### src/pr_macros.svh
`ifndef PR_MACROS_SVH
`define PR_MACROS_SVH

// memory bus data and address width
`define PR_WORD_W 64

// fraction bits of a fixed-point score
`define PR_PREC 16

// entries in each internal FIFO
`define PR_FIFO_DEPTH 16

// one load cycle plus one cycle per quotient bit
`define PR_DIV_CYCLES 65

// soft-register address width
`define PR_SR_ADDR_W 32

// configuration registers, written by the host
`define PR_REG_N_VERT 32'h00
`define PR_REG_N_INEDGES 32'h08
`define PR_REG_VADDR 32'h10
`define PR_REG_IEADDR 32'h18
`define PR_REG_BUF0 32'h20
`define PR_REG_BUF1 32'h28
`define PR_REG_N_ROUNDS 32'h30
`define PR_REG_START 32'h38

// status registers, read only
`define PR_REG_ROUNDS_DONE 32'h40
`define PR_REG_VERT_LEFT 32'h48
`define PR_REG_EDGE_LEFT 32'h50

`endif
### src/pr_pkg.sv
`include "pr_macros.svh"

package pr_pkg;

	// one bus word, used for data and byte addresses alike
	typedef logic [`PR_WORD_W-1:0] word_t;

	// vertex record as two consecutive words in memory
	// ie_offset sits at the lower address
	typedef struct packed {
		word_t ie_offset;
		word_t n_out;
	} vert_rec_t;

	// read stream tag, carried on ar_id and returned on r_id
	typedef enum logic [1:0] {
		RD_VERT = 2'd0,
		RD_EDGE = 2'd1,
		RD_SCORE = 2'd2
	} rd_id_e;

	// division request from the summation stage
	typedef struct packed {
		word_t sum;
		word_t n_out;
	} upd_req_t;

endpackage

### src/pr_intf.sv
`timescale 1ns/1ps

// configuration and round handshake shared by all engine blocks
interface pr_cfg_if;
	pr_pkg::word_t n_vertices;
	pr_pkg::word_t n_inedges;
	pr_pkg::word_t v_base;
	pr_pkg::word_t ie_base;
	pr_pkg::word_t rd_base;
	pr_pkg::word_t wr_base;
	logic first_round;
	logic round_start;
	logic round_done;
	pr_pkg::word_t vert_left;
	pr_pkg::word_t edge_left;

	modport ctrl (
		output n_vertices, n_inedges, v_base, ie_base, rd_base, wr_base,
		output first_round, round_start,
		input round_done, vert_left, edge_left
	);

	modport fetch (
		input n_vertices, n_inedges, v_base, ie_base, rd_base, first_round, round_start,
		output vert_left, edge_left
	);

	modport accum (
		input n_vertices, n_inedges, round_start
	);

	modport update (
		input n_vertices, wr_base,
		output round_done
	);
endinterface


### src/pr_update.sv
`timescale 1ns/1ps
`include "pr_macros.svh"

module pr_update (
	input logic clk,
	input logic rst,
	pr_cfg_if.update cfg,
	input logic upd_valid,
	output logic upd_ready,
	input pr_pkg::upd_req_t upd_data,
	input logic init_start,
	output logic init_done,
	output pr_pkg::word_t init_val,
	output pr_pkg::word_t aw_addr,
	output logic aw_valid,
	input logic aw_ready,
	output pr_pkg::word_t w_data,
	output logic w_valid,
	input logic w_ready
);
	localparam int W = `PR_WORD_W;
	localparam int CNT_W = $clog2(`PR_DIV_CYCLES);
	localparam logic [CNT_W-1:0] LAST_CNT = CNT_W'(`PR_DIV_CYCLES - 1);

	typedef enum logic [1:0] {S_IDLE, S_DIV, S_WRITE} state_e;

	state_e state;
	logic is_init;
	logic [CNT_W-1:0] cnt;
	// dividend shifts out of quo while quotient bits shift in
	pr_pkg::word_t quo;
	pr_pkg::word_t rem;
	pr_pkg::word_t divisor;
	pr_pkg::word_t vcount;
	logic [W:0] trial;
	logic aw_done;
	logic w_done;

	// init request wins over a waiting score
	assign upd_ready = (state == S_IDLE) && !init_start;
	assign trial = {rem, quo[W-1]};
	assign aw_done = !aw_valid || aw_ready;
	assign w_done = !w_valid || w_ready;

	always_ff @(posedge clk) begin
		if (rst) begin
			state <= S_IDLE;
			is_init <= 1'b0;
			cnt <= '0;
			vcount <= '0;
			init_done <= 1'b0;
			cfg.round_done <= 1'b0;
			aw_valid <= 1'b0;
			w_valid <= 1'b0;
		end else begin
			init_done <= 1'b0;
			cfg.round_done <= 1'b0;
			case (state)
				S_IDLE: begin
					cnt <= '0;
					if (init_start || upd_valid) begin
						is_init <= init_start;
						state <= S_DIV;
					end
				end
				S_DIV: begin
					cnt <= cnt + 1'b1;
					if (cnt == LAST_CNT) begin
						if (is_init) begin
							init_done <= 1'b1;
							state <= S_IDLE;
						end else begin
							aw_valid <= 1'b1;
							w_valid <= 1'b1;
							state <= S_WRITE;
						end
					end
				end
				default: begin
					// address and data channels finish in any order
					if (aw_ready)
						aw_valid <= 1'b0;
					if (w_ready)
						w_valid <= 1'b0;
					if (aw_done && w_done) begin
						state <= S_IDLE;
						if (vcount == cfg.n_vertices - 1'b1) begin
							vcount <= '0;
							cfg.round_done <= 1'b1;
						end else begin
							vcount <= vcount + 1'b1;
						end
					end
				end
			endcase
		end
	end

	// restoring divider, one quotient bit per cycle
	// a zero divisor always passes the trial and gives all ones
	always_ff @(posedge clk) begin
		if (state == S_IDLE) begin
			rem <= '0;
			if (init_start) begin
				quo <= pr_pkg::word_t'(1) << `PR_PREC;
				divisor <= cfg.n_vertices;
			end else begin
				quo <= upd_data.sum;
				divisor <= upd_data.n_out;
			end
		end else if (state == S_DIV && cnt != LAST_CNT) begin
			if (trial >= {1'b0, divisor}) begin
				rem <= trial[W-1:0] - divisor;
				quo <= {quo[W-2:0], 1'b1};
			end else begin
				rem <= trial[W-1:0];
				quo <= {quo[W-2:0], 1'b0};
			end
		end
	end

	// result capture on the final divider cycle
	always_ff @(posedge clk) begin
		if (state == S_DIV && cnt == LAST_CNT) begin
			if (is_init) begin
				init_val <= quo;
			end else begin
				aw_addr <= cfg.wr_base + (vcount << 3);
				w_data <= quo;
			end
		end
	end
endmodule

### src/flat_wrapper.sv
// flat-port wrapper written by rule: the top's interface ports become plain ports
module pr_update_flat 
  (clk, rst, upd_valid, upd_ready, upd_data, init_start, init_done, init_val, aw_addr, aw_valid, aw_ready, w_data, w_valid, w_ready, cfg_n_vertices, cfg_wr_base, cfg_round_done);
  pr_cfg_if cfg_i ();
  input logic clk;
  input logic rst;
  input logic upd_valid;
  output logic upd_ready;
  input pr_pkg::upd_req_t upd_data;
  input logic init_start;
  output logic init_done;
  output pr_pkg::word_t init_val;
  output pr_pkg::word_t aw_addr;
  output logic aw_valid;
  input logic aw_ready;
  output pr_pkg::word_t w_data;
  output logic w_valid;
  input logic w_ready;
  input wire logic [$bits(cfg_i.n_vertices)-1:0] cfg_n_vertices;
  input wire logic [$bits(cfg_i.wr_base)-1:0] cfg_wr_base;
  output wire logic [$bits(cfg_i.round_done)-1:0] cfg_round_done;
  assign cfg_i.n_vertices = cfg_n_vertices;
  assign cfg_i.wr_base = cfg_wr_base;
  assign cfg_round_done = cfg_i.round_done;
  pr_update u_core (.clk(clk), .rst(rst), .cfg(cfg_i), .upd_valid(upd_valid), .upd_ready(upd_ready), .upd_data(upd_data), .init_start(init_start), .init_done(init_done), .init_val(init_val), .aw_addr(aw_addr), .aw_valid(aw_valid), .aw_ready(aw_ready), .w_data(w_data), .w_valid(w_valid), .w_ready(w_ready));
endmodule
### config.mk
export PLATFORM = sky130hd
export DESIGN_NAME = pr_update_flat
export DESIGN_NICKNAME = d
export VERILOG_FILES = /design/src/pr_pkg.sv /design/src/pr_intf.sv /design/src/pr_update.sv /design/src/flat_wrapper.sv
export VERILOG_INCLUDE_DIRS = /design/src
export SDC_FILE = /design/constraint.sdc
export NUM_CORES = 1
export LEC_CHECK = 0
export BUFFER_PORTS_ARGS = -buffer_cell sky130_fd_sc_hd__buf_4
export CORE_UTILIZATION = 37
export DETAILED_ROUTE_END_ITERATION = 8
export GPL_TIMING_DRIVEN = 0
export SLEW_MARGIN = 15
export SYNTH_ARGS = -nofsm -noshare
export SYNTH_HDL_FRONTEND = slang
export SYNTH_SLANG_ARGS = --single-unit
### constraint.sdc
create_clock -name clk -period 7.68 [get_ports clk]
set_clock_uncertainty 0.05 [all_clocks]
set_input_delay 0.768 -clock clk [delete_from_list [all_inputs] [get_ports clk]]
set_output_delay 0.768 -clock clk [all_outputs]
set_load 0.02 [all_outputs]
==> metrics.txt <==
Initial DRC Count 1400; clock latency on the worst-skew pair roughly 0.63 ns; CTS H-tree depth 2; largest family of logic cells by synthesized area simple AND/OR/NAND/NOR gates; vias in the first global route around 21000; synth unique cells between 80 and 90; Flop pwr share 46.6%; Remaining Overflow, GRT 0; DRC 0; post-DP HPWL 63700 um; pin count of the biggest net entering global routing a little under 60; post-CTS setup buffers 0; Starting Density between 30% and 40%; Filler cells between 6000 and 7000; dpl ws around 1.5 ns; Final Critical Period between 5 and 6 ns; post-synth net total between 3000 and 4000; most frequent cells in the layout buf_4 (455), edfxtp_1 (320), nand2_1 (313); Net Sw Power ~1500 uW; finished layout cell area about 33000 um2; PwrDens ~180 nW/um2; Die Height 271.4 um; ys async rst share 0%; routability congestion estimate 0.9352; CP required around 8.1 ns; EDFF count, synth 320; TNS Setup 0 ns; CTS sink cnt around 460; DIE WIDTH approximately 270 um; Synth Area in Adders approximately 6%; first-pass GRT wire length between 100000 and 150000 um; CP Max Fanout 10; Placement Cell Area roughly 32000 um2; CTS resizes 0; WL final 81920 um; outcome finished, final reports clean; CORE AREA about 72000 um2; RSZ-0062 raised after global routing false; I/O pin count ~460; Arr. time, crit path 5.97 ns; Syn Area/Cell approximately 10 um2; CTS tree yes; synthesized area 26850 um2; via count roughly 22000; Worst-path clk slew ~0.06 ns; area fraction in compound gates after synthesis between 10 and 15%; DP Cell Count 4123; Synth Area in XOR/XNOR under 10%; CP startpoint kind primary input; highest clock rate 0.1815 GHz; worst min path class in2reg; Max VDD drop roughly 0.16 mV; post-route ant nets 0; multiplexer share of the synthesized area about 4%; I/O Buffers roughly 450; full die area around 74000 um2; synth-to-layout area growth 24.50%; main flop type after synthesis edfxtp_1; commonest non-fill, non-tap cell in the layout buf_4; CTS max path bufs 3; Pleak 0.01374 uW; drt pass-1 iters 5; clock power share between 40 and 50%; synth warn 0; max-slew violation count 0; Yosys reg bits between 400 and 500; total count of hold-check failures in the final report 0; crit end category flip-flop; Nets 3621; max_cap viols 0; initial antenna violation count 9; Int Power about 4600 uW; Least-Margin Pin Slew approximately 1.1 ns; area share of and/or/nand/nor cells after synthesis roughly 17%; setup ws final roughly 2.2 ns; via/cell ratio between 5 and 6; Final Cycle Share ~72%; row cnt 98; GRT Total Usage roughly 22%; CP Class in2reg; final std cells w/o fill 4231; cells after synthesis about 2700; clock root buffer clkbuf_16; layout cells sized above 1 20.18%; CTS Buf Count 54; post-synthesis sequential area ratio between 40 and 50%; final setup fails 0; Comb power frac ~9.8%; Sw Ratio between 20% and 30%; headroom to the max-slew limit 23.84%; Post-CTS Hold Buffers 0; post-DR wirelength/cell ~19 um
critical path, cell delays in order:
cell and delay, ns:
buf_4 0.13, inv_1 0.05, ha_1 0.22, or4b_1 0.61, nor4_1 0.70, nand4_1 0.52
or4bb_1 0.70, mux2_2 0.26, mux2i_1 0.06, o22ai_1 0.26, o2111ai_1 0.15, or4_4 0.63
o21ai_4 0.57, buf_6 0.24, nor2_1 0.06
power groups by stage:
stage / combinational, uW / clock, uW / sequential, uW
finish: 594 / 2640 / 2820
global route: 658 / 2790 / 2830
CTS: 599 / 2710 / 2820
detailed placement: 594 / 0 / 2870
global placement: 589 / 0 / 2870
floorplan: 340 / 0 / 2850
per-layer routing:
layer	wire length (um)	up-vias	track usage (%)	part of all wire, %
met5	37	-	0	0.045
met4	2343	6	6.889	2.9
met3	4449	128	4.290	5.4
met2	40250	524	37.89	49
met1	34830	10345	26.55	43
li1	-	10931	-	-
worst paths after layout:
path                      startpoint                  end  slack [ns]  cells past startpoint
setup / recovery   cfg_n_vertices[0]    u_core.vcount[40]        2.17                     15
hold / removal        cfg_wr_base[0]    u_core.aw_addr[0]        0.26                      1
setup reg to reg  u_core.divisor[10]       u_core.rem[38]        2.31                     15
hold reg to reg       u_core.quo[52]  u_core.init_val[52]        0.43                      0
synth_stat cells (6+ instances only):
cell	number	area [um2]
xor2_1	127	1112
o21ai_0	158	790.8
and3_1	29	181.4
nand4_1	47	294.0
mux2_2	67	754.5
a21oi_1	151	755.7
a22oi_1	8	60.06
or4_1	10	75.07
dfxtp_1	142	2843
nor3_1	51	255.2
xnor2_1	146	1279
and2_1	7	43.79
ha_1	128	1602
a22o_1	6	52.55
o21bai_1	23	172.7
a21o_1	81	608.1
a211oi_1	18	135.1
nand2b_1	21	131.4
a31oi_1	22	137.6
o211ai_1	11	82.58
nor3b_1	7	52.55
clkbuf_1	100	375.4
a41oi_1	7	61.31
or3_1	13	81.33
nand3_1	99	495.5
and4_1	11	96.34
nand2_1	313	1175
o31ai_1	8	60.06
edfxtp_1	320	9609
nor2_2	11	68.82
nor4_1	26	162.7
inv_1	117	439.2
nor2_1	175	656.9
mux2i_1	35	350.3
nor2b_1	17	106.4
a21boi_0	8	60.06
o21a_1	16	120.1
nand3b_1	68	510.5
flip-flops by register name, summed over array words and instances (netlist names), 7 cells and up:
signal	flops
u_core.aw_addr	64
u_core.cnt	7
u_core.divisor	64
u_core.init_val	64
u_core.quo	64
u_core.rem	64
u_core.vcount	64
u_core.w_data	64
area by class of cell:
class	instances	area (um2)	area share, %
tap	950	1189	3.556
buffer	113	485.5	1.452
multi-input combinational	2020	13490	40.35
clock inverter	31	330.3	0.9883
clock buffer	71	1476	4.417
antenna	6	15.01	0.04492
sequential	462	12450	37.26
inverter	118	445.4	1.333
timing repair buffer	460	3543	10.60
through the flow:
step           total power [uW]  hold slack [ns]  utilization (%)
5_1_grt                    6273           0.2388            46.67
3_5_place_dp               3467           0.4115            44.13
2_1_floorplan              3191           0.3949                -
4_1_cts                    6124           0.2219            46.65
6_report                   6050           0.2646            46.67
3_3_place_gp               3463           0.4081            43.91
cells by family after synthesis:
logic type,count (synthesis)
and+or+nand+nor,937
muxes,102
adders and majority gates,130
buffers and inverters,231
xor gates and xnor gates,273
DFF,462
AOI/OAI and AO/OA,578
Power figures use the tool's default switching activity.
