**src/pr_macros.svh**
```systemverilog
`ifndef PR_MACROS_SVH
`define PR_MACROS_SVH

// memory bus data and address width
`define PR_WORD_W 64

// fraction bits of a fixed-point score
`define PR_PREC 16

// entries in each internal FIFO
`define PR_FIFO_DEPTH 16

// one load cycle plus one cycle per quotient bit
`define PR_DIV_CYCLES 65

// soft-register address width
`define PR_SR_ADDR_W 32

// configuration registers, written by the host
`define PR_REG_N_VERT 32'h00
`define PR_REG_N_INEDGES 32'h08
`define PR_REG_VADDR 32'h10
`define PR_REG_IEADDR 32'h18
`define PR_REG_BUF0 32'h20
`define PR_REG_BUF1 32'h28
`define PR_REG_N_ROUNDS 32'h30
`define PR_REG_START 32'h38

// status registers, read only
`define PR_REG_ROUNDS_DONE 32'h40
`define PR_REG_VERT_LEFT 32'h48
`define PR_REG_EDGE_LEFT 32'h50

`endif
```
**src/pr_pkg.sv**
```systemverilog
`include "pr_macros.svh"

package pr_pkg;

	// one bus word, used for data and byte addresses alike
	typedef logic [`PR_WORD_W-1:0] word_t;

	// vertex record as two consecutive words in memory
	// ie_offset sits at the lower address
	typedef struct packed {
		word_t ie_offset;
		word_t n_out;
	} vert_rec_t;

	// read stream tag, carried on ar_id and returned on r_id
	typedef enum logic [1:0] {
		RD_VERT = 2'd0,
		RD_EDGE = 2'd1,
		RD_SCORE = 2'd2
	} rd_id_e;

	// division request from the summation stage
	typedef struct packed {
		word_t sum;
		word_t n_out;
	} upd_req_t;

endpackage

```
**src/pr_intf.sv**
```systemverilog
`timescale 1ns/1ps

// configuration and round handshake shared by all engine blocks
interface pr_cfg_if;
	pr_pkg::word_t n_vertices;
	pr_pkg::word_t n_inedges;
	pr_pkg::word_t v_base;
	pr_pkg::word_t ie_base;
	pr_pkg::word_t rd_base;
	pr_pkg::word_t wr_base;
	logic first_round;
	logic round_start;
	logic round_done;
	pr_pkg::word_t vert_left;
	pr_pkg::word_t edge_left;

	modport ctrl (
		output n_vertices, n_inedges, v_base, ie_base, rd_base, wr_base,
		output first_round, round_start,
		input round_done, vert_left, edge_left
	);

	modport fetch (
		input n_vertices, n_inedges, v_base, ie_base, rd_base, first_round, round_start,
		output vert_left, edge_left
	);

	modport accum (
		input n_vertices, n_inedges, round_start
	);

	modport update (
		input n_vertices, wr_base,
		output round_done
	);
endinterface

// FIFO heads from the read scheduler to the summation stage
interface pr_stream_if;
	logic vert_valid;
	pr_pkg::vert_rec_t vert_data;
	logic vert_take;
	logic val_valid;
	pr_pkg::word_t val_data;
	logic val_take;

	modport src (
		output vert_valid, vert_data, val_valid, val_data,
		input vert_take, val_take
	);

	modport dst (
		input vert_valid, vert_data, val_valid, val_data,
		output vert_take, val_take
	);
endinterface

```
**src/pr_accum.sv**
```systemverilog
`timescale 1ns/1ps
`include "pr_macros.svh"

module pr_accum (
	input logic clk,
	input logic rst,
	pr_cfg_if.accum cfg,
	pr_stream_if.dst stream,
	output logic upd_valid,
	input logic upd_ready,
	output pr_pkg::upd_req_t upd_data
);
	typedef enum logic [2:0] {S_IDLE, S_FIRST, S_HEAD, S_SUM, S_OFFER} state_e;

	state_e state;
	// record of the vertex being summed, replaced by the next one on its head
	pr_pkg::vert_rec_t look;
	pr_pkg::word_t vcount;
	pr_pkg::word_t edges_left;
	pr_pkg::word_t sum;
	pr_pkg::word_t n_out;
	logic last;
	logic head_go;

	assign last = (vcount == cfg.n_vertices - 1'b1);
	// the last vertex has no successor and ends at n_inedges
	assign head_go = (state == S_HEAD) && (last || stream.vert_valid);

	assign stream.vert_take = stream.vert_valid
		&& ((state == S_FIRST) || (state == S_HEAD && !last));
	assign stream.val_take = stream.val_valid && (state == S_SUM) && (edges_left != '0);

	assign upd_valid = (state == S_OFFER);
	assign upd_data = '{sum: sum, n_out: n_out};

	always_ff @(posedge clk) begin
		if (rst) begin
			state <= S_IDLE;
			vcount <= '0;
		end else begin
			case (state)
				S_IDLE: begin
					if (cfg.round_start) begin
						vcount <= '0;
						state <= S_FIRST;
					end
				end
				S_FIRST: begin
					if (stream.vert_valid)
						state <= S_HEAD;
				end
				S_HEAD: begin
					if (head_go)
						state <= S_SUM;
				end
				S_SUM: begin
					if (edges_left == '0)
						state <= S_OFFER;
				end
				default: begin
					// held until pr_update goes idle
					if (upd_ready) begin
						if (last) begin
							state <= S_IDLE;
						end else begin
							vcount <= vcount + 1'b1;
							state <= S_HEAD;
						end
					end
				end
			endcase
		end
	end

	always_ff @(posedge clk) begin
		if (stream.vert_take)
			look <= stream.vert_data;
		// in-edge count is the gap to the next record's offset
		if (head_go) begin
			n_out <= look.n_out;
			sum <= '0;
			edges_left <= (last ? cfg.n_inedges : stream.vert_data.ie_offset) - look.ie_offset;
		end
		if (stream.val_take) begin
			sum <= sum + stream.val_data;
			edges_left <= edges_left - 1'b1;
		end
	end
endmodule

```
**src/flat_wrapper.sv**
```systemverilog
// flat-port wrapper written by rule: the top's interface ports become plain ports
module pr_accum_flat 
  (clk, rst, upd_valid, upd_ready, upd_data, cfg_n_vertices, cfg_n_inedges, cfg_round_start, stream_vert_valid, stream_vert_data, stream_val_valid, stream_val_data, stream_vert_take, stream_val_take);
  pr_cfg_if cfg_i ();
  pr_stream_if stream_i ();
  input logic clk;
  input logic rst;
  output logic upd_valid;
  input logic upd_ready;
  output pr_pkg::upd_req_t upd_data;
  input wire logic [$bits(cfg_i.n_vertices)-1:0] cfg_n_vertices;
  input wire logic [$bits(cfg_i.n_inedges)-1:0] cfg_n_inedges;
  input wire logic [$bits(cfg_i.round_start)-1:0] cfg_round_start;
  input wire logic [$bits(stream_i.vert_valid)-1:0] stream_vert_valid;
  input wire logic [$bits(stream_i.vert_data)-1:0] stream_vert_data;
  input wire logic [$bits(stream_i.val_valid)-1:0] stream_val_valid;
  input wire logic [$bits(stream_i.val_data)-1:0] stream_val_data;
  output wire logic [$bits(stream_i.vert_take)-1:0] stream_vert_take;
  output wire logic [$bits(stream_i.val_take)-1:0] stream_val_take;
  assign cfg_i.n_vertices = cfg_n_vertices;
  assign cfg_i.n_inedges = cfg_n_inedges;
  assign cfg_i.round_start = cfg_round_start;
  assign stream_i.vert_valid = stream_vert_valid;
  assign stream_i.vert_data = stream_vert_data;
  assign stream_i.val_valid = stream_val_valid;
  assign stream_i.val_data = stream_val_data;
  assign stream_vert_take = stream_i.vert_take;
  assign stream_val_take = stream_i.val_take;
  pr_accum u_core (.clk(clk), .rst(rst), .cfg(cfg_i), .stream(stream_i), .upd_valid(upd_valid), .upd_ready(upd_ready), .upd_data(upd_data));
endmodule
```
**config.mk**
```make
export PLATFORM = sky130hd
export DESIGN_NAME = pr_accum_flat
export DESIGN_NICKNAME = d
export VERILOG_FILES = /design/src/pr_pkg.sv /design/src/pr_intf.sv /design/src/pr_accum.sv /design/src/flat_wrapper.sv
export VERILOG_INCLUDE_DIRS = /design/src
export SDC_FILE = /design/constraint.sdc
export NUM_CORES = 1
export LEC_CHECK = 0
export BUFFER_PORTS_ARGS = -buffer_cell sky130_fd_sc_hd__buf_2
export CAP_MARGIN = 5
export CORE_ASPECT_RATIO = 0.8
export CORE_UTILIZATION = 46
export CTS_CLUSTER_SIZE = 12
export DETAILED_ROUTE_END_ITERATION = 8
export PLACE_DENSITY_LB_ADDON = 0.08
export SETUP_SLACK_MARGIN = 0.1
export SYNTH_ARGS = -nofsm -noshare
export SYNTH_HDL_FRONTEND = slang
export SYNTH_SLANG_ARGS = --single-unit
```
**constraint.sdc**
```tcl
create_clock -name clk -period 21.1 [get_ports clk]
set_input_delay 2.11 -clock clk [delete_from_list [all_inputs] [get_ports clk]]
set_output_delay 2.11 -clock clk [all_outputs]
set_load 0.05 [all_outputs]
```
==> run_results.csv <==
group,metric,value,unit
synth,synthArstFlopShare,0,
synth,yosysSeqAreaShare,0.4356,
cells_and_area,seqCellArea,0.01095,mm2
route,drtIter0Drc,1633,
timing,fin_setup_tns,0,ns
min_path,hold_path.class,"reg -> reg",
setup_path,critPathCaptureType,"register",
setup_path,r2r_start,"u_core.vcount[17]",
cells_and_area,finalNonFillerCells,3748,
timing,finalCriticalPeriod,10.06,ns
cells_and_area,final_common_cell,"buf_2",
power_and_ir_drop,p_int,1.481,mW
clocking,cts_resized,0,
power_and_ir_drop,netSwitchingFraction,0.2885,
clocking,cts_root_buffer,"clkbuf_16",
setup_path,reg2reg_setup_slack,13.44,ns
timing,holdWs,0.4084,ns
synth,synth_nets,3037,
power_and_ir_drop,leakage,11.56,nW
clocking,numCtsBuffers,44,
setup_path,critical_path.max_stage_delay,0.75,ns
timing,fin_worst_skew,0.03089,ns
cells_and_area,areaGrowthSynthToFinish,17.52,%
outcome,status,"complete, no violations",
synth,ys_ff_latch,387,
timing,tightest_slew,1.005,ns
clocking,insertion_delay,0.60,ns
setup_path,r2r_end,"u_core.edges_left[47]",
timing,drv_slew,0,
synth,ys_warn_count,0,
clocking,cts_tree,"built",
clocking,clockBufferDepth,3,
power_and_ir_drop,finalPower,2.081,mW
placed_design,portBuffers,456,
timing,maxSlewHeadroom,0.3238,
cells_and_area,fin_nets,3459,
global_route,antenna_found_initial,13,
timing,hold_viol_final,0,
route,num_vias,21480,
power_and_ir_drop,p_seq_frac,0.430,
setup_path,crit_buf_inv,2,
synth,syn_inst,2580,
timing,rsz0062_at_grt,"no",
global_route,grt_max_degree,129,
route,ant_nets,0,
setup_path,startpoint_type,"input pin",
timing,fmax,0.09944,GHz
power_and_ir_drop,ir_worst_vdd,0.05579,mV
timing,setup_violations,0,
timing,period_share,0.4766,
die,core-area,0.05392,mm2
global_route,overflow,0,
setup_path,r2r_cells,19,
min_path,worstHoldStart,"u_core.look[60]",
die,die_x,263.4,um
setup_path,crit_arrival,10.49,ns
global_route,globalRouteTotalUtil,0.2564,
clocking,clk_pin_slew,0.06,ns
cells_and_area,final_cell_mix,"456 x buf_2, 320 x edfxtp_1, 211 x nor2_1, 198 x a21oi_1, 177 x nand2_1",
global_route,grt_pass1_vias,19870,
power_and_ir_drop,cellPowerDensity,70.44,mW/mm2
setup_path,path_cells,"buf_2 > inv_1 > ha_1 > nor4b_2 > nand4_1 > or3_1 > nor4_1 > xnor2_1 > a2111o_1 > nor4_2 > nand3_4 > mux2_2 > ha_1 > a21oi_1 > a21boi_0 > or4b_2 > o21ai_0 > o21bai_1 > a31oi_1 > o41ai_1 > a211oi_1 > mux2_2 > a21oi_1",
setup_path,cp.required,21.54,ns
power_and_ir_drop,p_sw,0.6004,mW
setup_path,path_class,"in -> reg",
route,dr.pass1.iters,5,
clocking,htreeDepth,2,
synth,synth.avg_cell_area,9.744,um2
route,drt-total-wl,73360,um
die,row_count,76,
global_route,grt_pass1_wl,112400,um
placed_design,place.gp.congestion,0.9183,
synth,synth-edff-count,320,
synth,synth_flop_cell,"edfxtp_1",
die,start_util,0.4663,
power_and_ir_drop,combPwrFrac,0.196,
cells_and_area,layout-drive-gt1-share,0.2100,
cells_and_area,fillers,4945,
clocking,cts_num_sinks,387,
route,drc,0,
die,die_h,211.1,um
min_path,holdPathStages,0,
setup_path,cp_top_family,"simple AND/OR/NAND/NOR gates",
power_and_ir_drop,power_frac_clock,0.374,
synth,synth_cell_types,84,
cells_and_area,multi_input_area,0.01340,mm2
placed_design,dp_hpwl,56170,um
die,pin_count,457,
placed_design,dpl.cell_count,3658,
synth,synth.cell_area,0.02514,mm2
cells_and_area,fin_util,0.5480,
run,max-cap-violations,0,
clocking,hold_buffers,0,
setup_path,slowest_stage,"nor4_2",
route,wire_per_inst,19.57,um
min_path,hold-path-endpoint,"u_core.n_out[60]",
route,vias_per_cell,5.732,
die,die_area,0.05560,mm2
clocking,post_cts_buffers,0,
setup_path,critPathMaxFanout,36,
## layer usage
| metal | vias to the layer above | track usage | part of all wire |
|---|---|---|---|
| li1 | 10460 | - | - |
| met1 | 10220 | 0.3630 | 0.46 |
| met5 | - | 0 | 0.0012 |
| met3 | 94 | 0.04616 | 0.067 |
| met4 | 14 | 0.05908 | 0.016 |
| met2 | 691 | 0.4073 | 0.45 |
## flip-flops by register name, indices dropped and copies added, names as in the netlist
signal	flops
u_core.look	128
u_core.edges_left	64
u_core.n_out	64
u_core.sum	64
u_core.vcount	64
u_core.state	3
## per-stage QoR
| stage | area (um2) | setup WS (ns) |
|---|---|---|
| 2_1_floorplan | 25140 | 3.903 |
| 3_3_place_gp | 28060 | 10.78 |
| 3_5_place_dp | 28060 | 10.45 |
| 4_1_cts | 29520 | 11.09 |
| 5_1_grt | 29530 | 10.41 |
| 6_report | 29540 | 11.04 |
## synth_stat cells, types with 7 or more instances
| library cell | n | area share |
|---|---|---|
| o21a_1 | 31 | 0.0093 |
| xor2_1 | 127 | 0.044 |
| a21oi_1 | 198 | 0.039 |
| mux2i_1 | 14 | 0.0056 |
| o22ai_1 | 9 | 0.0022 |
| o31ai_1 | 20 | 0.0060 |
| a21boi_0 | 8 | 0.0024 |
| dfxtp_1 | 67 | 0.053 |
| nand2_1 | 178 | 0.027 |
| a21o_1 | 76 | 0.023 |
| mux2_2 | 67 | 0.030 |
| a31oi_1 | 28 | 0.0070 |
| o21ai_1 | 34 | 0.0068 |
| edfxtp_1 | 320 | 0.38 |
| nor3_1 | 70 | 0.014 |
| or3_1 | 64 | 0.016 |
| a211o_1 | 7 | 0.0024 |
| and2_1 | 16 | 0.0040 |
| nor2b_1 | 19 | 0.0047 |
| clkbuf_1 | 72 | 0.011 |
| nor2_1 | 211 | 0.032 |
| and4_1 | 10 | 0.0035 |
| ha_1 | 129 | 0.064 |
| o21bai_1 | 17 | 0.0051 |
| nand4_1 | 32 | 0.0080 |
| or2_2 | 13 | 0.0032 |
| o21ai_0 | 119 | 0.024 |
| xnor2_1 | 139 | 0.048 |
| or4_1 | 26 | 0.0078 |
| nor3b_1 | 18 | 0.0054 |
| nand2b_1 | 21 | 0.0052 |
| o211ai_1 | 17 | 0.0051 |
| and3_1 | 31 | 0.0077 |
| inv_1 | 120 | 0.018 |
| a211oi_1 | 12 | 0.0036 |
| nor4_1 | 51 | 0.013 |
| a2111oi_0 | 7 | 0.0024 |
| buf_2 | 13 | 0.0026 |
| nand3_1 | 70 | 0.014 |
## layout make-up
class | instances | share of cell area
diodes | 8 | 0.0006776
clock buffers | 62 | 0.04125
clock inverters | 20 | 0.008385
inverters | 121 | 0.01537
multi-input cells | 1981 | 0.4535
flip-flops and latches | 387 | 0.3706
well taps | 702 | 0.02973
repair buffers | 467 | 0.08046
## worst register-to-register path: stages, from the launching register on
cell and delay [ns]:
dfxtp_1 0.51, xor2_1 0.15, or3b_2 0.50, a211o_1 0.31
nor4_1 0.25, nand4_1 0.20, nor4_2 0.75, nand3_4 0.58
mux2_2 0.52, ha_1 0.37, a21oi_1 0.21, a21boi_0 0.18
or4b_2 0.62, o21ai_0 0.47, o21bai_1 0.26, a31oi_1 0.55
o41ai_1 0.28, a211oi_1 0.32, mux2_2 0.37, a21oi_1 0.13
## worst max-delay path by stage
stage | slack (ns) | cells after the start | to | start
after floorplan | 3.90 | 11 | stream_vert_take | cfg_n_vertices[38]
after global placement | 10.78 | 20 | u_core.edges_left[47] | cfg_n_vertices[38]
after detailed placement | 10.45 | 23 | u_core.edges_left[47] | cfg_n_vertices[0]
after CTS | 11.09 | 23 | u_core.edges_left[47] | cfg_n_vertices[0]
after global routing | 10.41 | 23 | u_core.edges_left[47] | cfg_n_vertices[0]
final | 11.04 | 23 | u_core.edges_left[47] | cfg_n_vertices[0]
## power by group through the flow
stage / sequential (mW) / combinational (mW) / clock, mW
after global routing: 0.897 / 0.450 / 0.825
after global placement: 0.909 / 0.401 / 0
after detailed placement: 0.910 / 0.405 / 0
final: 0.894 / 0.409 / 0.778
after floorplan: 0.943 / 0.256 / 0
after CTS: 0.894 / 0.408 / 0.798
## kinds of logic (layout without fill, tap and decap cells)
kind of cell               after synthesis  in the layout  synth area share
buffers and inverters                  212            670           0.03305
xor gates and xnor gates               266            266           0.09267
DFF                                    387            387            0.4356
AOI/OAI and AO/OA                      643            643            0.1611
adders and majority gates              131            131           0.06580
muxes                                   81             81           0.03559
other                                    0              8                 0
and+or+nand+nor                        860            860            0.1762
Note: power is estimated with default switching activity, not from simulation.
