--- src/pr_macros.svh ---
`ifndef PR_MACROS_SVH
`define PR_MACROS_SVH

// memory bus data and address width
`define PR_WORD_W 64

// fraction bits of a fixed-point score
`define PR_PREC 16

// entries in each internal FIFO
`define PR_FIFO_DEPTH 16

// one load cycle plus one cycle per quotient bit
`define PR_DIV_CYCLES 65

// soft-register address width
`define PR_SR_ADDR_W 32

// configuration registers, written by the host
`define PR_REG_N_VERT 32'h00
`define PR_REG_N_INEDGES 32'h08
`define PR_REG_VADDR 32'h10
`define PR_REG_IEADDR 32'h18
`define PR_REG_BUF0 32'h20
`define PR_REG_BUF1 32'h28
`define PR_REG_N_ROUNDS 32'h30
`define PR_REG_START 32'h38

// status registers, read only
`define PR_REG_ROUNDS_DONE 32'h40
`define PR_REG_VERT_LEFT 32'h48
`define PR_REG_EDGE_LEFT 32'h50

`endif
--- src/pr_pkg.sv ---
`include "pr_macros.svh"

package pr_pkg;

	// one bus word, used for data and byte addresses alike
	typedef logic [`PR_WORD_W-1:0] word_t;

	// vertex record as two consecutive words in memory
	// ie_offset sits at the lower address
	typedef struct packed {
		word_t ie_offset;
		word_t n_out;
	} vert_rec_t;

	// read stream tag, carried on ar_id and returned on r_id
	typedef enum logic [1:0] {
		RD_VERT = 2'd0,
		RD_EDGE = 2'd1,
		RD_SCORE = 2'd2
	} rd_id_e;

	// division request from the summation stage
	typedef struct packed {
		word_t sum;
		word_t n_out;
	} upd_req_t;

endpackage

--- src/pr_intf.sv ---
`timescale 1ns/1ps

// configuration and round handshake shared by all engine blocks
interface pr_cfg_if;
	pr_pkg::word_t n_vertices;
	pr_pkg::word_t n_inedges;
	pr_pkg::word_t v_base;
	pr_pkg::word_t ie_base;
	pr_pkg::word_t rd_base;
	pr_pkg::word_t wr_base;
	logic first_round;
	logic round_start;
	logic round_done;
	pr_pkg::word_t vert_left;
	pr_pkg::word_t edge_left;

	modport ctrl (
		output n_vertices, n_inedges, v_base, ie_base, rd_base, wr_base,
		output first_round, round_start,
		input round_done, vert_left, edge_left
	);

	modport fetch (
		input n_vertices, n_inedges, v_base, ie_base, rd_base, first_round, round_start,
		output vert_left, edge_left
	);

	modport accum (
		input n_vertices, n_inedges, round_start
	);

	modport update (
		input n_vertices, wr_base,
		output round_done
	);
endinterface

// FIFO heads from the read scheduler to the summation stage
interface pr_stream_if;
	logic vert_valid;
	pr_pkg::vert_rec_t vert_data;
	logic vert_take;
	logic val_valid;
	pr_pkg::word_t val_data;
	logic val_take;

	modport src (
		output vert_valid, vert_data, val_valid, val_data,
		input vert_take, val_take
	);

	modport dst (
		input vert_valid, vert_data, val_valid, val_data,
		output vert_take, val_take
	);
endinterface

--- src/pr_fetch.sv ---
`timescale 1ns/1ps
`include "pr_macros.svh"

module pr_fetch (
	input logic clk,
	input logic rst,
	pr_cfg_if.fetch cfg,
	input pr_pkg::word_t init_val,
	output pr_pkg::rd_id_e ar_id,
	output pr_pkg::word_t ar_addr,
	output logic ar_valid,
	input logic ar_ready,
	input pr_pkg::rd_id_e r_id,
	input pr_pkg::word_t r_data,
	input logic r_valid,
	pr_stream_if.src stream
);
	localparam int DEPTH = `PR_FIFO_DEPTH;
	localparam int CNT_W = $clog2(DEPTH) + 1;

	// fetch positions and what is left of this round
	pr_pkg::word_t v_addr;
	pr_pkg::word_t ie_addr;
	pr_pkg::word_t vert_left;
	pr_pkg::word_t edge_left;
	logic v_half;
	// reads in flight per stream, counted from the moment they sit on ar
	logic [CNT_W-1:0] v_out;
	logic [CNT_W-1:0] e_out;
	logic [CNT_W-1:0] s_out;
	logic [CNT_W-1:0] v_cnt;
	logic [CNT_W-1:0] e_cnt;
	logic [CNT_W-1:0] s_cnt;
	logic v_empty;
	logic e_empty;
	logic s_empty;
	logic s_full;
	pr_pkg::word_t e_head;
	// response register, FIFO writes happen one cycle after r_valid
	logic rq_valid;
	pr_pkg::rd_id_e rq_id;
	pr_pkg::word_t rq_data;
	logic rq_half;
	pr_pkg::word_t v_lo;
	// scheduler
	pr_pkg::rd_id_e rr;
	pr_pkg::rd_id_e grant;
	logic [2:0] want;
	logic grant_any;
	logic ar_free;
	logic issue_v;
	logic issue_e;
	logic issue_s;
	logic ret_v;
	logic ret_e;
	logic ret_s;
	logic init_push;

	// a stream asks only if its FIFO has room for all reads in flight plus one
	assign want[0] = (vert_left != '0) && (int'(v_cnt) + int'(v_out) < DEPTH);
	assign want[1] = (edge_left != '0) && (int'(e_cnt) + int'(e_out) < DEPTH);
	assign want[2] = !cfg.first_round && !e_empty && (int'(s_cnt) + int'(s_out) < DEPTH);
	// round 1 has no previous scores to read
	assign init_push = cfg.first_round && !e_empty && !s_full;

	assign ar_free = !ar_valid || ar_ready;
	assign issue_v = ar_free && grant_any && (grant == pr_pkg::RD_VERT);
	assign issue_e = ar_free && grant_any && (grant == pr_pkg::RD_EDGE);
	assign issue_s = ar_free && grant_any && (grant == pr_pkg::RD_SCORE);
	assign ret_v = rq_valid && (rq_id == pr_pkg::RD_VERT);
	assign ret_e = rq_valid && (rq_id == pr_pkg::RD_EDGE);
	assign ret_s = rq_valid && (rq_id == pr_pkg::RD_SCORE);

	// round robin starting at rr, lowest offset wins
	always_comb begin
		grant = pr_pkg::RD_VERT;
		grant_any = 1'b0;
		for (int i = 2; i >= 0; i--) begin
			if (want[(int'(rr) + i) % 3]) begin
				grant = pr_pkg::rd_id_e'((int'(rr) + i) % 3);
				grant_any = 1'b1;
			end
		end
	end

	always_ff @(posedge clk) begin
		if (rst) begin
			ar_valid <= 1'b0;
			rr <= pr_pkg::RD_VERT;
		end else if (ar_free) begin
			ar_valid <= grant_any;
			if (grant_any)
				rr <= (grant == pr_pkg::RD_SCORE) ? pr_pkg::RD_VERT
					: pr_pkg::rd_id_e'(grant + 2'd1);
		end
	end

	// request payload holds while ar waits for ready
	always_ff @(posedge clk) begin
		if (ar_free && grant_any) begin
			ar_id <= grant;
			case (grant)
				pr_pkg::RD_VERT: ar_addr <= v_half ? v_addr + 8 : v_addr;
				pr_pkg::RD_EDGE: ar_addr <= ie_addr;
				default: ar_addr <= cfg.rd_base + (e_head << 3);
			endcase
		end
	end

	// a vertex record takes two reads, 16 bytes apart per record
	always_ff @(posedge clk) begin
		if (rst) begin
			v_addr <= '0;
			ie_addr <= '0;
			vert_left <= '0;
			edge_left <= '0;
			v_half <= 1'b0;
		end else if (cfg.round_start) begin
			v_addr <= cfg.v_base;
			ie_addr <= cfg.ie_base;
			vert_left <= cfg.n_vertices;
			edge_left <= cfg.n_inedges;
			v_half <= 1'b0;
		end else begin
			if (issue_v) begin
				v_half <= !v_half;
				if (v_half) begin
					v_addr <= v_addr + 16;
					vert_left <= vert_left - 1'b1;
				end
			end
			if (issue_e) begin
				ie_addr <= ie_addr + 8;
				edge_left <= edge_left - 1'b1;
			end
		end
	end

	always_ff @(posedge clk) begin
		if (rst) begin
			v_out <= '0;
			e_out <= '0;
			s_out <= '0;
		end else begin
			v_out <= v_out + issue_v - ret_v;
			e_out <= e_out + issue_e - ret_e;
			s_out <= s_out + issue_s - ret_s;
		end
	end

	always_ff @(posedge clk) begin
		if (rst)
			rq_valid <= 1'b0;
		else
			rq_valid <= r_valid;
	end

	always_ff @(posedge clk) begin
		rq_id <= r_id;
		rq_data <= r_data;
	end

	// responses come back in order, so vertex words pair up by parity
	always_ff @(posedge clk) begin
		if (rst)
			rq_half <= 1'b0;
		else if (ret_v)
			rq_half <= !rq_half;
	end

	always_ff @(posedge clk) begin
		if (ret_v && !rq_half)
			v_lo <= rq_data;
	end

	pr_fifo #(.item_t(pr_pkg::vert_rec_t)) u_vert_fifo (
		.clk(clk),
		.rst(rst),
		.wr_en(ret_v && rq_half),
		.wr_data('{ie_offset: v_lo, n_out: rq_data}),
		.rd_en(stream.vert_take),
		.rd_data(stream.vert_data),
		.full(),
		.empty(v_empty),
		.count(v_cnt)
	);

	// edge head is popped when its score read is loaded onto ar
	pr_fifo #(.item_t(pr_pkg::word_t)) u_edge_fifo (
		.clk(clk),
		.rst(rst),
		.wr_en(ret_e),
		.wr_data(rq_data),
		.rd_en(issue_s || init_push),
		.rd_data(e_head),
		.full(),
		.empty(e_empty),
		.count(e_cnt)
	);

	pr_fifo #(.item_t(pr_pkg::word_t)) u_score_fifo (
		.clk(clk),
		.rst(rst),
		.wr_en(ret_s || init_push),
		.wr_data(init_push ? init_val : rq_data),
		.rd_en(stream.val_take),
		.rd_data(stream.val_data),
		.full(s_full),
		.empty(s_empty),
		.count(s_cnt)
	);

	assign stream.vert_valid = !v_empty;
	assign stream.val_valid = !s_empty;
	assign cfg.vert_left = vert_left;
	assign cfg.edge_left = edge_left;
endmodule

--- src/pr_fifo.sv ---
`timescale 1ns/1ps
`include "pr_macros.svh"

module pr_fifo #(
	parameter type item_t = logic [`PR_WORD_W-1:0]
) (
	input logic clk,
	input logic rst,
	input logic wr_en,
	input item_t wr_data,
	input logic rd_en,
	output item_t rd_data,
	output logic full,
	output logic empty,
	output logic [$clog2(`PR_FIFO_DEPTH):0] count
);
	localparam int DEPTH = `PR_FIFO_DEPTH;
	localparam int PTR_W = $clog2(DEPTH);
	localparam int CNT_W = PTR_W + 1;

	item_t mem [DEPTH];
	logic [PTR_W-1:0] wr_ptr;
	logic [PTR_W-1:0] rd_ptr;
	logic do_wr;
	logic do_rd;

	// writes into a full FIFO and reads from an empty one are dropped
	assign do_wr = wr_en && !full;
	assign do_rd = rd_en && !empty;
	assign full = (count == CNT_W'(DEPTH));
	assign empty = (count == '0);
	// show-ahead, the head entry is always on rd_data
	assign rd_data = mem[rd_ptr];

	always_ff @(posedge clk) begin
		if (do_wr)
			mem[wr_ptr] <= wr_data;
	end

	// pointers wrap on their own since depth is a power of two
	always_ff @(posedge clk) begin
		if (rst) begin
			wr_ptr <= '0;
			rd_ptr <= '0;
			count <= '0;
		end else begin
			if (do_wr)
				wr_ptr <= wr_ptr + 1'b1;
			if (do_rd)
				rd_ptr <= rd_ptr + 1'b1;
			case ({do_wr, do_rd})
				2'b10: count <= count + 1'b1;
				2'b01: count <= count - 1'b1;
				default: count <= count;
			endcase
		end
	end
endmodule

--- src/flat_wrapper.sv ---
// flat-port wrapper written by rule: the top's interface ports become plain ports
module pr_fetch_flat 
  (clk, rst, init_val, ar_id, ar_addr, ar_valid, ar_ready, r_id, r_data, r_valid, cfg_n_vertices, cfg_n_inedges, cfg_v_base, cfg_ie_base, cfg_rd_base, cfg_first_round, cfg_round_start, cfg_vert_left, cfg_edge_left, stream_vert_valid, stream_vert_data, stream_val_valid, stream_val_data, stream_vert_take, stream_val_take);
  pr_cfg_if cfg_i ();
  pr_stream_if stream_i ();
  input logic clk;
  input logic rst;
  input pr_pkg::word_t init_val;
  output pr_pkg::rd_id_e ar_id;
  output pr_pkg::word_t ar_addr;
  output logic ar_valid;
  input logic ar_ready;
  input pr_pkg::rd_id_e r_id;
  input pr_pkg::word_t r_data;
  input logic r_valid;
  input wire logic [$bits(cfg_i.n_vertices)-1:0] cfg_n_vertices;
  input wire logic [$bits(cfg_i.n_inedges)-1:0] cfg_n_inedges;
  input wire logic [$bits(cfg_i.v_base)-1:0] cfg_v_base;
  input wire logic [$bits(cfg_i.ie_base)-1:0] cfg_ie_base;
  input wire logic [$bits(cfg_i.rd_base)-1:0] cfg_rd_base;
  input wire logic [$bits(cfg_i.first_round)-1:0] cfg_first_round;
  input wire logic [$bits(cfg_i.round_start)-1:0] cfg_round_start;
  output wire logic [$bits(cfg_i.vert_left)-1:0] cfg_vert_left;
  output wire logic [$bits(cfg_i.edge_left)-1:0] cfg_edge_left;
  output wire logic [$bits(stream_i.vert_valid)-1:0] stream_vert_valid;
  output wire logic [$bits(stream_i.vert_data)-1:0] stream_vert_data;
  output wire logic [$bits(stream_i.val_valid)-1:0] stream_val_valid;
  output wire logic [$bits(stream_i.val_data)-1:0] stream_val_data;
  input wire logic [$bits(stream_i.vert_take)-1:0] stream_vert_take;
  input wire logic [$bits(stream_i.val_take)-1:0] stream_val_take;
  assign cfg_i.n_vertices = cfg_n_vertices;
  assign cfg_i.n_inedges = cfg_n_inedges;
  assign cfg_i.v_base = cfg_v_base;
  assign cfg_i.ie_base = cfg_ie_base;
  assign cfg_i.rd_base = cfg_rd_base;
  assign cfg_i.first_round = cfg_first_round;
  assign cfg_i.round_start = cfg_round_start;
  assign cfg_vert_left = cfg_i.vert_left;
  assign cfg_edge_left = cfg_i.edge_left;
  assign stream_vert_valid = stream_i.vert_valid;
  assign stream_vert_data = stream_i.vert_data;
  assign stream_val_valid = stream_i.val_valid;
  assign stream_val_data = stream_i.val_data;
  assign stream_i.vert_take = stream_vert_take;
  assign stream_i.val_take = stream_val_take;
  pr_fetch u_core (.clk(clk), .rst(rst), .cfg(cfg_i), .init_val(init_val), .ar_id(ar_id), .ar_addr(ar_addr), .ar_valid(ar_valid), .ar_ready(ar_ready), .r_id(r_id), .r_data(r_data), .r_valid(r_valid), .stream(stream_i));
endmodule
--- config.mk ---
export PLATFORM = sky130hd
export DESIGN_NAME = pr_fetch_flat
export DESIGN_NICKNAME = d
export VERILOG_FILES = /design/src/pr_pkg.sv /design/src/pr_intf.sv /design/src/pr_fetch.sv /design/src/pr_fifo.sv /design/src/flat_wrapper.sv
export VERILOG_INCLUDE_DIRS = /design/src
export SDC_FILE = /design/constraint.sdc
export NUM_CORES = 2
export LEC_CHECK = 0
export BUFFER_PORTS_ARGS = -buffer_cell sky130_fd_sc_hd__clkbuf_2
export CORE_AREA = 2 2 722 724
export DETAILED_ROUTE_END_ITERATION = 12
export DIE_AREA = 0 0 724 726
export MAX_ROUTING_LAYER = met4
export PLACE_DENSITY = 0.48
export SYNTH_ARGS = -nofsm -noshare
export SYNTH_HDL_FRONTEND = slang
export SYNTH_SLANG_ARGS = --single-unit
--- constraint.sdc ---
create_clock -name clk -period 22.1 [get_ports clk]
set_clock_uncertainty 0.1 [all_clocks]
set_input_delay 1.105 -clock clk [delete_from_list [all_inputs] [get_ports clk]]
set_output_delay 1.105 -clock clk [all_outputs]
set_load 0.05 [all_outputs]
==> out/results.tsv <==
metric	value	unit
coreArea	518600	um2
critPathKind	register to register	
hold_path_startpoint	r_data[8]	
cap_violations	0	
grtUsageTotal	0.2222	
avgSynthCellArea	20.19	um2
finalCritPeriodShare	0.3412	
synth_top_area_frac	0.6942	
ctsResizeCount	0	
vias_per_cell	5.435	
synth_top_area_cell	edfxtp_1	
pwr_density_cell	100.9	nW/um2
drc	0	
cts_buffer_depth	4	
ant_nets	0	
p_leak	66.57	nW
syn_inst	8951	
rr_worst_depth	16	
routed_wl	580.7	mm
timing_max_transition_violations_final	0	
syn_nets	9535	
relSlewSlack	0.1539	
initial_core_util	0.3485	
setup_viol	0	
firstDrtPassIters	6	
synth_area_leaders	edfxtp_1 (69%), mux4_2 (16%), dfxtp_1 (4.4%), xor2_1 (0.95%), nor2_1 (0.85%)	
nets	10690	
pin_count	847	
crit_required	22720	ps
cts_buffers	520	
r2r_end	u_core.ar_addr[63]$_DFFE_PP_	
final_cell_area	211200	um2
grt_max_degree	182	
worst_pin_slew	1269	ps
synth_ff_type	edfxtp_1	
yosysWarnings	0	
gp_congestion	0.8954	
fin_crit	7541	ps
yosysMostFrequentCell	edfxtp_1	
grt_pass1_vias	98350	
ys_seq_area_frac	0.7379	
antenna_found_initial	90	
die_h	726	um
cts_root_buffer	clkbuf_16	
rsz0062_at_grt	no	
vias	95130	
clk_latency	1050	ps
setup_ws	14560	ps
r2r_setup_slack	14560	ps
htreeDepth	6	
arrival	8160	ps
dp_hpwl	341.9	mm
hold_path_class	input port to register	
die-area	525600	um2
place_ws	14560	ps
irDropWorstVdd	0.08984	mV
routedWlPerCell	33.18	um
hold_viol	0	
cts_tree	done	
placed_cell_area	194200	um2
die_w	724	um
grt.overflow.total	0	
synth_common_cells	edfxtp_1 (4,178), mux4_2 (1,254), nor2_1 (410)	
async_flop_share	0	
grt_pass1_wl	795.7	mm
holdPathEnd	u_core.rq_data[8]$_DFF_P_	
synth_cell_types	87	
post_cts_buffers	0	
syn2layout_area_growth	16.85	%
hold_depth	1	
setup-tns-final	0	ps
startpoint_type	register	
io_buffer_count	846	
rows	265	
cts_sinks	4572	
end_kind	register	
drt_iter0_drc	9894	
status	completed	
synth_area	180700	um2
path_max_fanout	125	
max_freq	0.1326	GHz
drive_above_1_share	0.3092	
clk_pin_slew	60	ps
synth_edf_count	4178	
ys_ff_latch	4572	
## cells in the final DEF, fill, tap and decap left out, types with 91 or more instances in the layout
master	instances
xor2_1	196
inv_1	91
buf_4	199
a211oi_1	170
clkbuf_1	125
clkbuf_16	533
nor2_1	374
mux4_2	1254
dfxtp_1	323
xnor2_1	162
clkinv_1	99
o21ai_0	111
a21oi_1	141
nand2_1	246
edfxtp_1	4178
ha_1	120
clkbuf_2	844
nand3_1	94
## through the flow
stage,cells,hold WS (ps),total power [W],utilization
2_1_floorplan,8951,353.0,0.01207,-
3_3_place_gp,16480,345.9,0.01314,0.3745
3_5_place_dp,16480,347.8,0.01319,0.3745
4_1_cts,17450,0.1767,0.02155,0.4070
5_1_grt,17500,46.28,0.02203,0.4072
6_report,17500,102.5,0.02131,0.4072
## layout make-up
class / count / area (um2)
Antenna cell: 51 / 127.6
Clock buffer: 677 / 14060
Clock inverter: 245 / 2252
Fill cell: 46400 / 307400
Inverter: 95 / 366.6
Multi-Input combinational cell: 3804 / 45530
Sequential cell: 4572 / 133500
Tap cell: 6942 / 8686
Timing Repair Buffer: 1117 / 6684
## worst max-delay path: stages (launching register included)
cell and delay, ps:
dfxtp_4 970, buf_4 810, buf_12 610, mux4_2 420
mux4_2 540, ha_1 360, nor2b_1 160, o2111ai_1 280
a2111oi_0 180, buf_4 180, o311ai_0 770, nand3_1 440
a211oi_1 370, nor2_1 190, a41oi_1 310, mux2i_1 210
o21ai_0 80
## worst max path at each step
stage | from | to | slack, ps | cells after the start
finish | register | u_core.ar_addr[63]$_DFFE_PP_ | 14560 | 16
floorplan | u_core.rq_valid$_SDFF_PP0_ | u_core.u_vert_fifo.mem[3][0]$_DFFE_PP_ | 11130 | 5
global placement | register | u_core.ar_addr[63]$_DFFE_PP_ | 14440 | 18
CTS | register | u_core.ar_addr[63]$_DFFE_PP_ | 14490 | 18
detailed placement | register | u_core.ar_addr[63]$_DFFE_PP_ | 14560 | 18
global route | register | u_core.ar_addr[63]$_DFFE_PP_ | 14200 | 16
## registers in the layout, indices dropped and copies added (netlist names), 64 cells and up, named ones only
| register | count |
|---|---|
| u_core.u_vert_fifo.mem | 2048 |
| u_core.cfg.vert_left | 64 |
| u_core.u_edge_fifo.mem | 976 |
| u_core.rq_data | 64 |
| u_core.v_addr | 64 |
| u_core.ar_addr | 64 |
| u_core.v_lo | 64 |
| u_core.ie_addr | 64 |
| u_core.u_score_fifo.mem | 1024 |
| u_core.cfg.edge_left | 64 |
## report_power, final
part           leakage, nW  internal [W]  total (W)  switching (W)
logic                 17.7       0.00101    0.00300        0.00199
registers             41.0       0.00975    0.00998       0.000229
clock network         7.96       0.00480    0.00833        0.00354
total                 66.6        0.0156     0.0213        0.00576
## layer usage
layer  vias up  part of all wire  global-route usage
met5         -                 0                   -
met1     51800              0.42              0.2920
met4         0             0.025             0.05473
li1      39400                 -                   -
met2      3233              0.50              0.3648
met3       701             0.059             0.03269
## logic make-up after synthesis
logic type / count (synthesis) / synth area share
muxes: 1349 / 0.1620
and+or+nand+nor: 1238 / 0.03402
DFF: 4572 / 0.7379
xor gates and xnor gates: 358 / 0.01735
buffers and inverters: 575 / 0.01221
adders and majority gates: 127 / 0.009028
AOI/OAI and AO/OA: 732 / 0.02753
## repair_timing
action	CTS	global route
hold buffers	51	0
setup endpoints to repair	0	0
endpoints found under the hold margin	51	0
Power figures use the tool's default switching activity.
